`src/rtl/memBusPkg.sv`:
```
`default_nettype none

package memBusPkg;

  // four 64-bit beats make up one line
  localparam int BurstBeats = 4;
  typedef logic [1:0] beatT;

  // line number, byte address without the offset bits
  localparam int LineAddrBits = 27;
  typedef logic [LineAddrBits-1:0] lineAddrT;

endpackage

`default_nettype wire

```
`src/rtl/cacheGeomPkg.sv`:
```
`default_nettype none

package cacheGeomPkg;

  // byte address from the load port
  typedef logic [31:0] addrT;

  // address split is tag | index | offset
  typedef logic [20:0] tagT;
  typedef logic [5:0] indexT;

  // offset bits 4:0, word select sits in 4:3
  localparam int OffsetBits = 5;
  typedef logic [1:0] wordSelT;

  // two ways per set
  localparam int NumWays = 2;

  // 64-bit words, four per 32-byte line
  typedef logic [63:0] wordT;
  typedef logic [255:0] lineT;

endpackage

`default_nettype wire
```
`src/rtl/cacheCtrl.sv`:
```
`timescale 1ns/1ps
`default_nettype none

module cacheCtrl (
  input  logic                    clk,
  input  logic                    rst_n,
  input  logic                    reqValid_i,
  input  cacheGeomPkg::addrT      reqAddr_i,
  output logic                    reqReady_o,
  output logic                    rspValid_o,
  input  logic                    rspReady_i,
  input  logic                    hit_i,
  output logic                    memReqValid_o,
  output cacheGeomPkg::addrT      memReqAddr_o,
  input  logic                    memReqReady_i,
  output logic                    memRdReady_o,
  input  logic                    refillDone_i,
  output logic                    lookupEn_o,
  output cacheGeomPkg::indexT     lookupIndex_o,
  output cacheGeomPkg::tagT       reqTag_o,
  output cacheGeomPkg::wordSelT   reqWordSel_o,
  output logic                    fillEn_o,
  output logic                    useBuffer_o
);

  localparam int IdxLsb = cacheGeomPkg::OffsetBits;
  localparam int TagLsb = IdxLsb + $bits(cacheGeomPkg::indexT);

  typedef enum logic [2:0] {Idle, Lookup, MissReq, Refill, Fill, Respond} stateT;

  stateT                state;
  stateT                nextState;
  cacheGeomPkg::addrT   reqAddr;
  memBusPkg::lineAddrT  lineAddr;
  logic                 accept;

  assign accept = reqValid_i && reqReady_o;

  always_ff @(posedge clk or negedge rst_n) begin
    if (!rst_n) begin
      state <= Idle;
    end else begin
      state <= nextState;
    end
  end

  // request address, held for the whole transaction
  always_ff @(posedge clk) begin
    if (accept) begin
      reqAddr <= reqAddr_i;
    end
  end

  always_comb begin
    nextState = state;
    case (state)
      Idle: begin
        if (reqValid_i) begin
          nextState = Lookup;
        end
      end
      Lookup: begin
        // hit answers here, miss goes to the bus
        if (!hit_i) begin
          nextState = MissReq;
        end else if (rspReady_i) begin
          nextState = Idle;
        end
      end
      MissReq: begin
        if (memReqReady_i) begin
          nextState = Refill;
        end
      end
      Refill: begin
        if (refillDone_i) begin
          nextState = Fill;
        end
      end
      // single cycle, buffer goes into the victim way
      Fill: nextState = Respond;
      Respond: begin
        if (rspReady_i) begin
          nextState = Idle;
        end
      end
      default: nextState = Idle;
    endcase
  end

  assign reqReady_o    = (state == Idle);
  assign rspValid_o    = ((state == Lookup) && hit_i) || (state == Respond);
  assign memReqValid_o = (state == MissReq);
  assign memRdReady_o  = (state == Refill);
  assign fillEn_o      = (state == Fill);
  assign useBuffer_o   = (state == Respond);

  // arrays read on acceptance, so index comes straight from the port
  assign lookupEn_o    = accept;
  assign lookupIndex_o = (state == Idle) ? reqAddr_i[IdxLsb +: $bits(cacheGeomPkg::indexT)]
                                         : reqAddr[IdxLsb +: $bits(cacheGeomPkg::indexT)];

  assign reqTag_o      = reqAddr[TagLsb +: $bits(cacheGeomPkg::tagT)];
  assign reqWordSel_o  = reqAddr[IdxLsb-1 -: $bits(cacheGeomPkg::wordSelT)];

  // line fetch, offset bits forced to zero
  assign lineAddr      = reqAddr[IdxLsb +: $bits(memBusPkg::lineAddrT)];
  assign memReqAddr_o  = {lineAddr, {cacheGeomPkg::OffsetBits{1'b0}}};

  // fetch address line aligned and held while the bus stalls
  assert property (@(posedge clk) disable iff (!rst_n)
    memReqValid_o && !memReqReady_i |=> memReqValid_o && $stable(memReqAddr_o)
      && (memReqAddr_o[IdxLsb-1:0] == '0))
    else $error("memory request address moved or not line aligned");

  // response held until taken
  assert property (@(posedge clk) disable iff (!rst_n)
    rspValid_o && !rspReady_i |=> rspValid_o && $stable(reqAddr))
    else $error("response dropped under back-pressure");

endmodule

`default_nettype wire

```
`config.mk`:
```
export PLATFORM = sky130hd
export DESIGN_NAME = cacheCtrl
export DESIGN_NICKNAME = d
export VERILOG_FILES = /design/src/rtl/memBusPkg.sv /design/src/rtl/cacheGeomPkg.sv /design/src/rtl/cacheCtrl.sv
export SDC_FILE = /design/constraint.sdc
export NUM_CORES = 1
export LEC_CHECK = 0
export BUFFER_PORTS_ARGS = -buffer_cell sky130_fd_sc_hd__buf_2
export CORE_MARGIN = 5
export CORE_UTILIZATION = 39
export DETAILED_ROUTE_END_ITERATION = 6
export PLACE_DENSITY = 0.9
export SLEW_MARGIN = 20
export SYNTH_ARGS = -nofsm -noshare
export SYNTH_HDL_FRONTEND = slang
export SYNTH_SLANG_ARGS = --single-unit
```
`constraint.sdc`:
```
create_clock -name clk -period 2.8 [get_ports clk]
set_clock_uncertainty 0.15 [all_clocks]
set_input_delay 0.84 -clock clk [delete_from_list [all_inputs] [get_ports clk]]
set_output_delay 0.84 -clock clk [all_outputs]
set_load 0.05 [all_outputs]
```
==> out/results.txt, run 1 <==
Core ar.: 3390 sq um
Seq cells post-synth: 32
CP Launch Type: flop
RSZ-0062 raised after global routing: false
Syn Area/Cell: 15.3 sq um
mean number of vias per cell: 4.44
total inserted antenna cells: 0
GPL Wtd Cong: 0.761
DR DRC count: 0
min-delay worst type: in -> async
Area growth, synth to finish: 30.3%
Slew Viols, Final: 0
register area share after synthesis: 0.685
clk buf depth: 2
CP max FO: 8
largest net degree at the start of global routing: 30
Post-CTS Hold Buffers: 0
Crit path arrival time: 1.67 ns
Critical Path RT: 1.81 ns
mux share of post-synthesis cell area: 0.0490
PortBufs: 98
Max Cap Viol: 0
critical path endpoint category: primary output
Tcrit/Tclk final: 0.951
antenna violation net count after detailed routing: 0
Ys Warns: 0
Max Clk Rate: 375 MHz
layout cell share with drive strength beyond 1: 0.672
WL final: 3000 um
ys flop type: edfxtp_1
fillcell total: 306
synth unique cells: 22
DP Wirelength: 2500 um
std cell rows: 21
setup ws final: 0.137 ns
Place WS: 0.330 ns
initial antenna violation count: 0
Leak Pwr: 0.840 nW
Die X-Extent: 69.5 um
Final setup viols: 0
setup TNS: 0 ns
# IOs: 107
Synth Cell Area: 1380 sq um
Post-Synth Adder-Cell Area: 0
vias in the first global route: 955
Max rail drop VDD: 599 uV
Crit Path Class: reg -> out
Cell Pwr Density: 1320 nW/um^2
fin crit period: 2.66 ns
All-Layer GR Usage: 0.132
Finished Core Util: 0.530
outcome: finished, final reports clean
die extent in y: 69.5 um
Synth Area in XOR/XNOR: 0
via count: 976
full die area: 4830 sq um
first-pass GRT wire length: 4800 um
CTS tree: yes
Routed wire per std cell: 13.6 um
DR pass1 iterations: 4
Starting Density: 0.407
fraction of registers with async set/reset: 0.0938
simple logic cell fraction of the synthesized area: 0.0707
Final #Nets: 213
largest family of logic cells by synthesized area: buffers and inverters
htree depth: 2
clk slew on worst S/H paths: 0.08 ns
number of synthesized flops with an enable pin: 29
grt ovf: 0
worst-skew pair later-pin latency: 0.31 ns
Synth Area in Compound Gates: 0.0281
final hold viol count: 0
Syn Inst Count: 90
CTS buffer count: 5
DRT iter0 DRCs: 27
Root Driver: clkbuf_4
CTS sink cnt: 32
[power breakdown]
group,switching [mW],leakage (nW),internal [mW]
Combinational,1.07,0.508,0.326
Sequential,0.0801,0.306,0.669
Clock,0.132,0.0261,0.0874
Total,1.28,0.840,1.08
[repair_timing]
action | in CTS | in global routing
resized for setup | 0 | 1
endpoints found under the setup margin | 6 | 3
endpoints found under the hold margin | 0 | 0
pin swaps | 1 | 0
setup buffers | 2 | 0
[path summary, 6_finish.rpt]
check                                startpoint                    end  slack [ns]  depth (start not counted)
min in group clk           state[2]$_DFFE_PN0P_   state[1]$_DFFE_PN0P_        0.48                          1
setup / recovery           state[0]$_DFFE_PN0P_       lookupIndex_o[5]        0.14                          4
setup reg to reg           state[0]$_DFFE_PN0P_  reqAddr[28]$_DFFE_PP_        1.03                          4
max in group asynchronous                 rst_n   state[0]$_DFFE_PN0P_        2.23                          1
hold / removal                            rst_n   state[0]$_DFFE_PN0P_        0.15                          1
hold reg to reg            state[2]$_DFFE_PN0P_   state[1]$_DFFE_PN0P_        0.48                          1
[through the flow]
| stage | hold WS (ns) | power, mW | instance area, sq um | instances |
|---|---|---|---|---|
| 3_5_place_dp | 0.472 | 2.14 | 1740 | 211 |
| 6_report | 0.151 | 2.36 | 1800 | 220 |
| 4_1_cts | 0.133 | 2.39 | 1800 | 220 |
| 5_1_grt | 0.121 | 2.49 | 1800 | 220 |
| 3_3_place_gp | 0.468 | 2.13 | 1740 | 211 |
| 2_1_floorplan | 0.394 | 1.96 | 1400 | 94 |
[cells in the final DEF (no fill, tap or decap)]
master	Yosys	routed
o21ai_0	1	1
clkbuf_4	0	5
conb_1	1	5
a2bb2oi_1	1	1
nor2_1	5	5
nor3_4	1	1
o32a_1	1	1
dfrtp_1	3	2
and2_4	0	1
a211o_2	1	1
o21ai_1	1	1
inv_1	1	1
clkinv_1	0	2
nor3_1	1	1
buf_2	1	98
dfrtp_2	0	1
edfxtp_1	29	29
nand2b_1	2	2
buf_4	26	4
or2b_1	1	1
nand2_1	2	2
nor3b_1	2	2
mux2_2	6	6
nand3b_1	1	1
[layout make-up]
class                   count  area (sq um)  share of cell area
well taps                  46          57.6              0.0320
inverters                   1          3.75             0.00209
multi-input cells          32           224               0.125
clock inverters             2          7.51             0.00418
flip-flops and latches     32           947               0.527
clock buffers               5          37.5              0.0209
repair buffers            102           520               0.289
[worst max-delay path, stage by stage (launching register included)]
cell	delay (ns)
dfrtp_2	0.48
nor3_4	0.18
buf_4	0.16
mux2_2	0.33
buf_2	0.21
[sequential cells by signal, indices dropped and copies added (netlist names)]
name	count
reqAddr	29
state	3
[kinds of logic (layout without fill, tap and decap cells)]
group | count (synthesis) | after routing
flip-flops | 32 | 32
multiplexers | 6 | 6
other | 1 | 5
buffers and inverters | 30 | 110
AO/OA/AOI/OAI | 5 | 5
AND/OR/NAND/NOR | 16 | 16
[cell usage after synthesis (2+ instances only)]
library cell   n  share of area
mux2_2         6          0.049
nor3b_1        2          0.011
dfrtp_1        3          0.054
buf_4         26           0.14
edfxtp_1      29           0.63
nand2b_1       2         0.0091
nand2_1        2         0.0054
buf_6          2          0.016
nor2_1         5          0.014
[per-layer routing]
metal	routed length [um]	global-route usage	vias to the layer above
met5	0	0	-
met4	37	0.0716	0
met3	367	0.0681	5
met2	1480	0.211	72
met1	1120	0.140	445
li1	-	-	454
Note: power is estimated with default switching activity, not from simulation.
==> run 2, diff against run 1 <==
- ABC_AREA: default -> 1
==> out/results.txt, run 2 <==
Crit path arrival time: 1.66 ns (was 1.67 ns)
Finished Core Util: 0.538 (was 0.530)
die extent in y: 70.0 um (was 69.5 um)
CTS buffer count: 5 (unchanged)
Ys Warns: 0 (unchanged)
Routed wire per std cell: 12.2 um (was 13.6 um)
Starting Density: 0.411 (was 0.407)
grt peak-use layer: met2 (unchanged)
WL final: 3040 um (was 3000 um)
CP Launch Type: flop (unchanged)
via count: 1,046 (was 976)
area share of the largest cell type after synthesis: 0.620 (was 0.631)
most frequent cells in the layout: buf_2, edfxtp_1, nand2_1, nor2_1 (was buf_2, edfxtp_1, mux2_2)
std cell rows: 21 (unchanged)
Slew Viols, Final: 0 (unchanged)
most frequent cell after synthesis: edfxtp_1 (unchanged)
layout cell share with drive strength beyond 1: 0.579 (was 0.672)
antenna violation net count after detailed routing: 0 (unchanged)
synth top area cells: edfxtp_1, buf_4, nand2_1 (was edfxtp_1, buf_4, dfrtp_1)
worst-skew pair later-pin latency: 0.32 ns (was 0.31 ns)
most common cell after layout, fill and taps aside: buf_2 (unchanged)
placed instance area: 1790 sq um (was 1740 sq um)
# IOs: 107 (unchanged)
critical path endpoint category: primary output (unchanged)
GR Layer Usage met3: 0.0445 (was 0.0681)
mean number of vias per cell: 4.22 (was 4.44)
Syn Inst Count: 117 (was 90)
number of synthesized flops with an enable pin: 29 (unchanged)
All-Layer GR Usage: 0.121 (was 0.132)
outcome: finished, final reports clean (unchanged)
CTS tree: yes (unchanged)
Max Cap Viol: 0 (unchanged)
Area growth, synth to finish: 30.9% (was 30.3%)
full die area: 4900 sq um (was 4830 sq um)
Post-CTS Hold Buffers: 0 (unchanged)
GPL Wtd Cong: 0.852 (was 0.761)
CP max FO: 10 (was 8)
Place WS: 0.417 ns (was 0.330 ns)
largest net degree at the start of global routing: 30 (unchanged)
Leak Pwr: 0.918 nW (was 0.840 nW)
grt ovf: 0 (unchanged)
buffers inserted by post-CTS timing repair: 0 (was 2)
synth unique cells: 18 (was 22)
ys flop type: edfxtp_1 (unchanged)
Root Driver: clkbuf_4 (unchanged)
fin crit period: 2.65 ns (was 2.66 ns)
clk buf depth: 2 (unchanged)
FF/Latch Area: 946 sq um (was 947 sq um)
setup TNS: 0 ns (unchanged)
Final #Nets: 240 (was 213)
Tot Pwr: 2.37 mW (was 2.36 mW)
final hold viol count: 0 (unchanged)
DP Wirelength: 2500 um (about the same)
min-delay worst type: in -> async (unchanged)
Core ar.: 3420 sq um (was 3390 sq um)
fillcell total: 319 (was 306)
DRT iter0 DRCs: 50 (was 27)
Max rail drop VDD: 867 uV (was 599 uV)
Seq cells post-synth: 32 (unchanged)
Crit Path Class: reg -> out (unchanged)
htree depth: 2 (unchanged)
setup ws final: 0.149 ns (was 0.137 ns)
Largest register FFs: 29 (unchanged)
CTS sink cnt: 32 (unchanged)
Final setup viols: 0 (unchanged)
fraction of registers with async set/reset: 0.0938 (unchanged)
Reg with most FFs: reqAddr (unchanged)
Syn Area/Cell: 12.0 sq um (was 15.3 sq um)
clk slew on worst S/H paths: 0.09 ns (was 0.08 ns)
vias in the first global route: 983 (was 955)
register area share after synthesis: 0.674 (was 0.685)
final hold slack: 0.148 ns (was 0.151 ns)
RSZ-0062 raised after global routing: false (unchanged)
met2 usage: 0.210 (was 0.211)
Critical Path RT: 1.81 ns (about the same)
Max Clk Rate: 377 MHz (was 375 MHz)
Cell Pwr Density: 1290 nW/um^2 (was 1320 nW/um^2)
Post-Layout Cell Count: 248 (was 220)
Final Cell Area: 1840 sq um (was 1800 sq um)
Die X-Extent: 70.0 um (was 69.5 um)
met1 Usage GRT: 0.134 (was 0.140)
top flop regs: reqAddr (29), state (3) (unchanged)
PortBufs: 98 (unchanged)
DR pass1 iterations: 4 (unchanged)
Tcrit/Tclk final: 0.947 (was 0.951)
post_cts resized: 0 (unchanged)
DR DRC count: 0 (unchanged)
post-synth top area cell: edfxtp_1 (unchanged)
total inserted antenna cells: 0 (unchanged)
Synth Cell Area: 1400 sq um (was 1380 sq um)
first-pass GRT wire length: 4570 um (was 4800 um)
multi-input logic area: 255 sq um (was 224 sq um)
most frequent cells after synthesis: edfxtp_1, nand2_1, buf_4, nor2_1, inv_1 (was edfxtp_1, buf_4, mux2_2, nor2_1, dfrtp_1)
initial antenna violation count: 1 (was 0)
dpl cells: 240 (was 211)
-- run 2: cell count changes in the layout (fill, tap and decap cells not counted), moves of 2 or more --
cell,before,now
nand2_1,2,27
inv_2,0,2
nand2b_1,2,0
buf_4,4,1
nand2_2,0,3
inv_1,1,5
clkinv_2,0,2
mux2_2,6,0
nor2_2,0,2
nor3b_1,2,0
nor2_4,0,2
nor2_1,5,10
-- run 2: power by group --
part | switching (mW) | total [mW] | internal [mW] | leakage [nW]
registers | 0.0683 | 0.726 | 0.658 | 0.307
clock network | 0.146 | 0.238 | 0.0920 | 0.0324
logic | 1.14 | 1.41 | 0.263 | 0.579
-- run 2: critical path, cell delays in order, from the launching register on --
cell     delay [ns]
dfrtp_1        0.49
nor2_2         0.19
nand2_4        0.14
inv_2          0.14
nand2_1        0.07
nand2_1        0.06
buf_2          0.26
-- run 2: path summary, 6_finish.rpt --
path | start | endpoint | cells after the start | slack, ns
setup / recovery | state[2]$_DFFE_PN0P_ | lookupIndex_o[1] | 6 | 0.15
setup reg to reg | state[2]$_DFFE_PN0P_ | reqAddr[28]$_DFFE_PP_ | 4 | 1.05
hold / removal | rst_n | state[0]$_DFFE_PN0P_ | 1 | 0.15
min in group clk | state[1]$_DFFE_PN0P_ | state[2]$_DFFE_PN0P_ | 3 | 0.53
hold reg to reg | state[1]$_DFFE_PN0P_ | state[2]$_DFFE_PN0P_ | 3 | 0.53
max in group asynchronous | rst_n | state[1]$_DFFE_PN0P_ | 1 | 2.25
-- run 2: final cells by class --
cell class	count	share of cell area
clock buffer	5	0.0204
clock inverter	3	0.00749
inverter	8	0.0163
multi-input combinational	55	0.139
sequential	32	0.515
tap	46	0.0313
timing repair buffer	99	0.271
-- run 2: cell families after synthesis --
kind of cell    share of synthesized area
buf+inv                             0.160
flops                               0.674
simple gates                        0.160
other cells                       0.00267
compound gates                    0.00356
-- run 2: per-layer routing --
layer	part of all wire	wire length, um
met5	0.0023	7
met4	0.00099	3
met3	0.11	348
met2	0.51	1560
met1	0.37	1110
==> run 3, diff against run 2 <==
- CORE_MARGIN: 5 -> 2
- CORE_UTILIZATION: 39 -> 35
- PLACE_DENSITY: 0.9 -> 0.86
- clock period: 2.8 -> 2.25 ns (I/O delays scaled with it)
==> out/results.txt, run 3 (same netlist as run 2, synthesis figures left out) <==
total inserted antenna cells: 0 (unchanged)
Reg with most FFs: reqAddr (unchanged)
Die X-Extent: 67.3 um (was 70.0 um)
worst-skew pair later-pin latency: 0.27 ns (was 0.32 ns)
All-Layer GR Usage: 0.121 (about the same)
vias in the first global route: 853 (was 983)
Max rail drop VDD: 1050 uV (was 867 uV)
most common cell after layout, fill and taps aside: buf_2 (unchanged)
CTS tree: yes (unchanged)
htree depth: 2 (unchanged)
full die area: 4530 sq um (was 4900 sq um)
mean number of vias per cell: 4.16 (was 4.22)
final hold slack: 0.0346 ns (was 0.148 ns)
std cell rows: 23 (was 21)
Crit path arrival time: 1.36 ns (was 1.66 ns)
Final #Nets: 244 (was 240)
WL final: 2990 um (was 3040 um)
DRT iter0 DRCs: 70 (was 50)
Final setup viols: 0 (unchanged)
CTS buffer count: 5 (unchanged)
Area growth, synth to finish: 40.6% (was 30.9%)
CP max FO: 7 (was 10)
DR pass1 iterations: 4 (unchanged)
antenna violation net count after detailed routing: 0 (unchanged)
min-delay worst type: in -> async (unchanged)
layout cell share with drive strength beyond 1: 0.602 (was 0.579)
CP Launch Type: flop (unchanged)
initial antenna violation count: 0 (was 1)
Crit path top cell by count: nand2_1 (unchanged)
grt peak-use layer: met2 (unchanged)
first-pass GRT wire length: 3950 um (was 4570 um)
Routed wire per std cell: 11.7 um (was 12.2 um)
CP top delay family: flip-flops (unchanged)
CP startpoint: state[2]$_DFFE_PN0P_ (unchanged)
fin crit period: 2.19 ns
DR DRC count: 0 (unchanged)
Tot Pwr: 3.36 mW (was 2.37 mW)
via count: 1,066 (was 1,046)
Largest register FFs: 29 (unchanged)
fillcell total: 376 (was 319)
crit-path cells: nor2_4, nand2_4, inv_6, nand2_1, nand2_1, buf_4 (was nor2_2, nand2_4, inv_2, nand2_1, nand2_1, buf_2)
Largest stage delay, worst path: 0.41 ns (was 0.49 ns)
most frequent cells in the layout: buf_2, edfxtp_1, nand2_1, nor2_1, buf_4 (was buf_2, edfxtp_1, nand2_1, nor2_1)
DP Wirelength: 2190 um (was 2500 um)
# IOs: 107 (unchanged)
outcome: finished, final reports clean (unchanged)
die extent in y: 67.3 um (was 70.0 um)
GPL Wtd Cong: 0.680 (was 0.852)
largest net degree at the start of global routing: 30 (unchanged)
clk buf depth: 2 (unchanged)
Leak Pwr: 0.968 nW (was 0.918 nW)
worst r2r src: state[2]$_DFFE_PN0P_ (unchanged)
clk slew on worst S/H paths: 0.06 ns (was 0.09 ns)
met1 Usage GRT: 0.135 (was 0.134)
Crit Path Class: reg -> out (unchanged)
PortBufs: 98 (unchanged)
Slew Viols, Final: 0 (unchanged)
critical path endpoint category: primary output (unchanged)
Root Driver: clkbuf_8 (was clkbuf_4)
grt ovf: 0 (unchanged)
met2 usage: 0.208 (was 0.210)
Critical Path RT: 1.42 ns (was 1.81 ns)
GR Layer Usage met3: 0.0533 (was 0.0445)
Max Clk Rate: 457 MHz
CTS sink cnt: 32 (unchanged)
Core ar.: 3940 sq um (was 3420 sq um)
Tcrit/Tclk final: 0.973
Cell Pwr Density: 1700 nW/um^2 (was 1290 nW/um^2)
final hold viol count: 0 (unchanged)
crit path buf inv count: 2 (unchanged)
Max Cap Viol: 0 (unchanged)
slowest stage cell, crit path: dfrtp_1 (unchanged)
top flop regs: reqAddr (29), state (3) (unchanged)
Post-CTS Hold Buffers: 0 (unchanged)
Starting Density: 0.356 (was 0.411)
==> run 3: cell count changes in the layout (fill, tap and decap cells not counted), moves of 3 or more <==
| cell | before | now |
|---|---|---|
| clkbuf_8 | 0 | 5 |
| clkbuf_4 | 5 | 0 |
| buf_6 | 0 | 3 |
| buf_2 | 98 | 91 |
| buf_4 | 1 | 8 |
==> run 3: layer usage <==
metal,wire [um],share of wire
met2,1630,0.54
met5,0,0
met1,1100,0.37
met4,8,0.0027
met3,255,0.085
==> run 3: stage by stage <==
stage                      util  setup WS [ns]  area (sq um)  cells   TNS (ns)
final                     0.500         0.0615          1970    256          0
after floorplan               -         0.0168          1430    121          0
after CTS                 0.492         0.0178          1940    254          0
after detailed placement  0.459          0.206          1810    246          0
after global routing      0.500      -0.000309          1970    256  -0.000309
after global placement    0.459          0.209          1810    246          0
==> run 3: final cells by class <==
class | instances | area [sq um] | area share
sequential | 32 | 946 | 0.479
timing repair buffer | 102 | 549 | 0.278
multi-input combinational | 56 | 273 | 0.138
clock buffer | 6 | 72.6 | 0.0368
tap | 50 | 62.6 | 0.0317
clock inverter | 2 | 35.0 | 0.0178
inverter | 8 | 35.0 | 0.0178
==> run 3: report_power, final <==
group	switching, mW	internal, mW
clock network	0.205	0.328
logic	1.50	0.446
registers	0.0663	0.820
total	1.77	1.59
==> run 3: what timing repair did <==
item / CTS / global route
hold endpoints to repair: 0 / 0
pin swaps: 0 / 2
gates resized for setup: 9 / 6
setup endpoints to repair: 7 / 8
gates cloned: 0 / 1
buffers inserted: 0 / 1
==> run 3: path summary, 6_finish.rpt <==
check                                        end  slack [ns]  cells after the start
max reg2reg                 reqAddr[7]$_DFFE_PP_        0.59                      4
max in group asynchronous   state[2]$_DFFE_PN0P_        1.81                      1
min in group clk           reqAddr[24]$_DFFE_PP_        0.42                      1
min                         state[1]$_DFFE_PN0P_        0.03                      1
min reg2reg                 state[2]$_DFFE_PN0P_        0.56                      3
max                             lookupIndex_o[0]        0.06                      6
==> run 3: worst reg2reg max path, stage by stage (launching register included) <==
cell,delay [ns]
dfrtp_1,0.41
nor2_4,0.18
nand2_4,0.11
nor2_4,0.11
buf_4,0.35
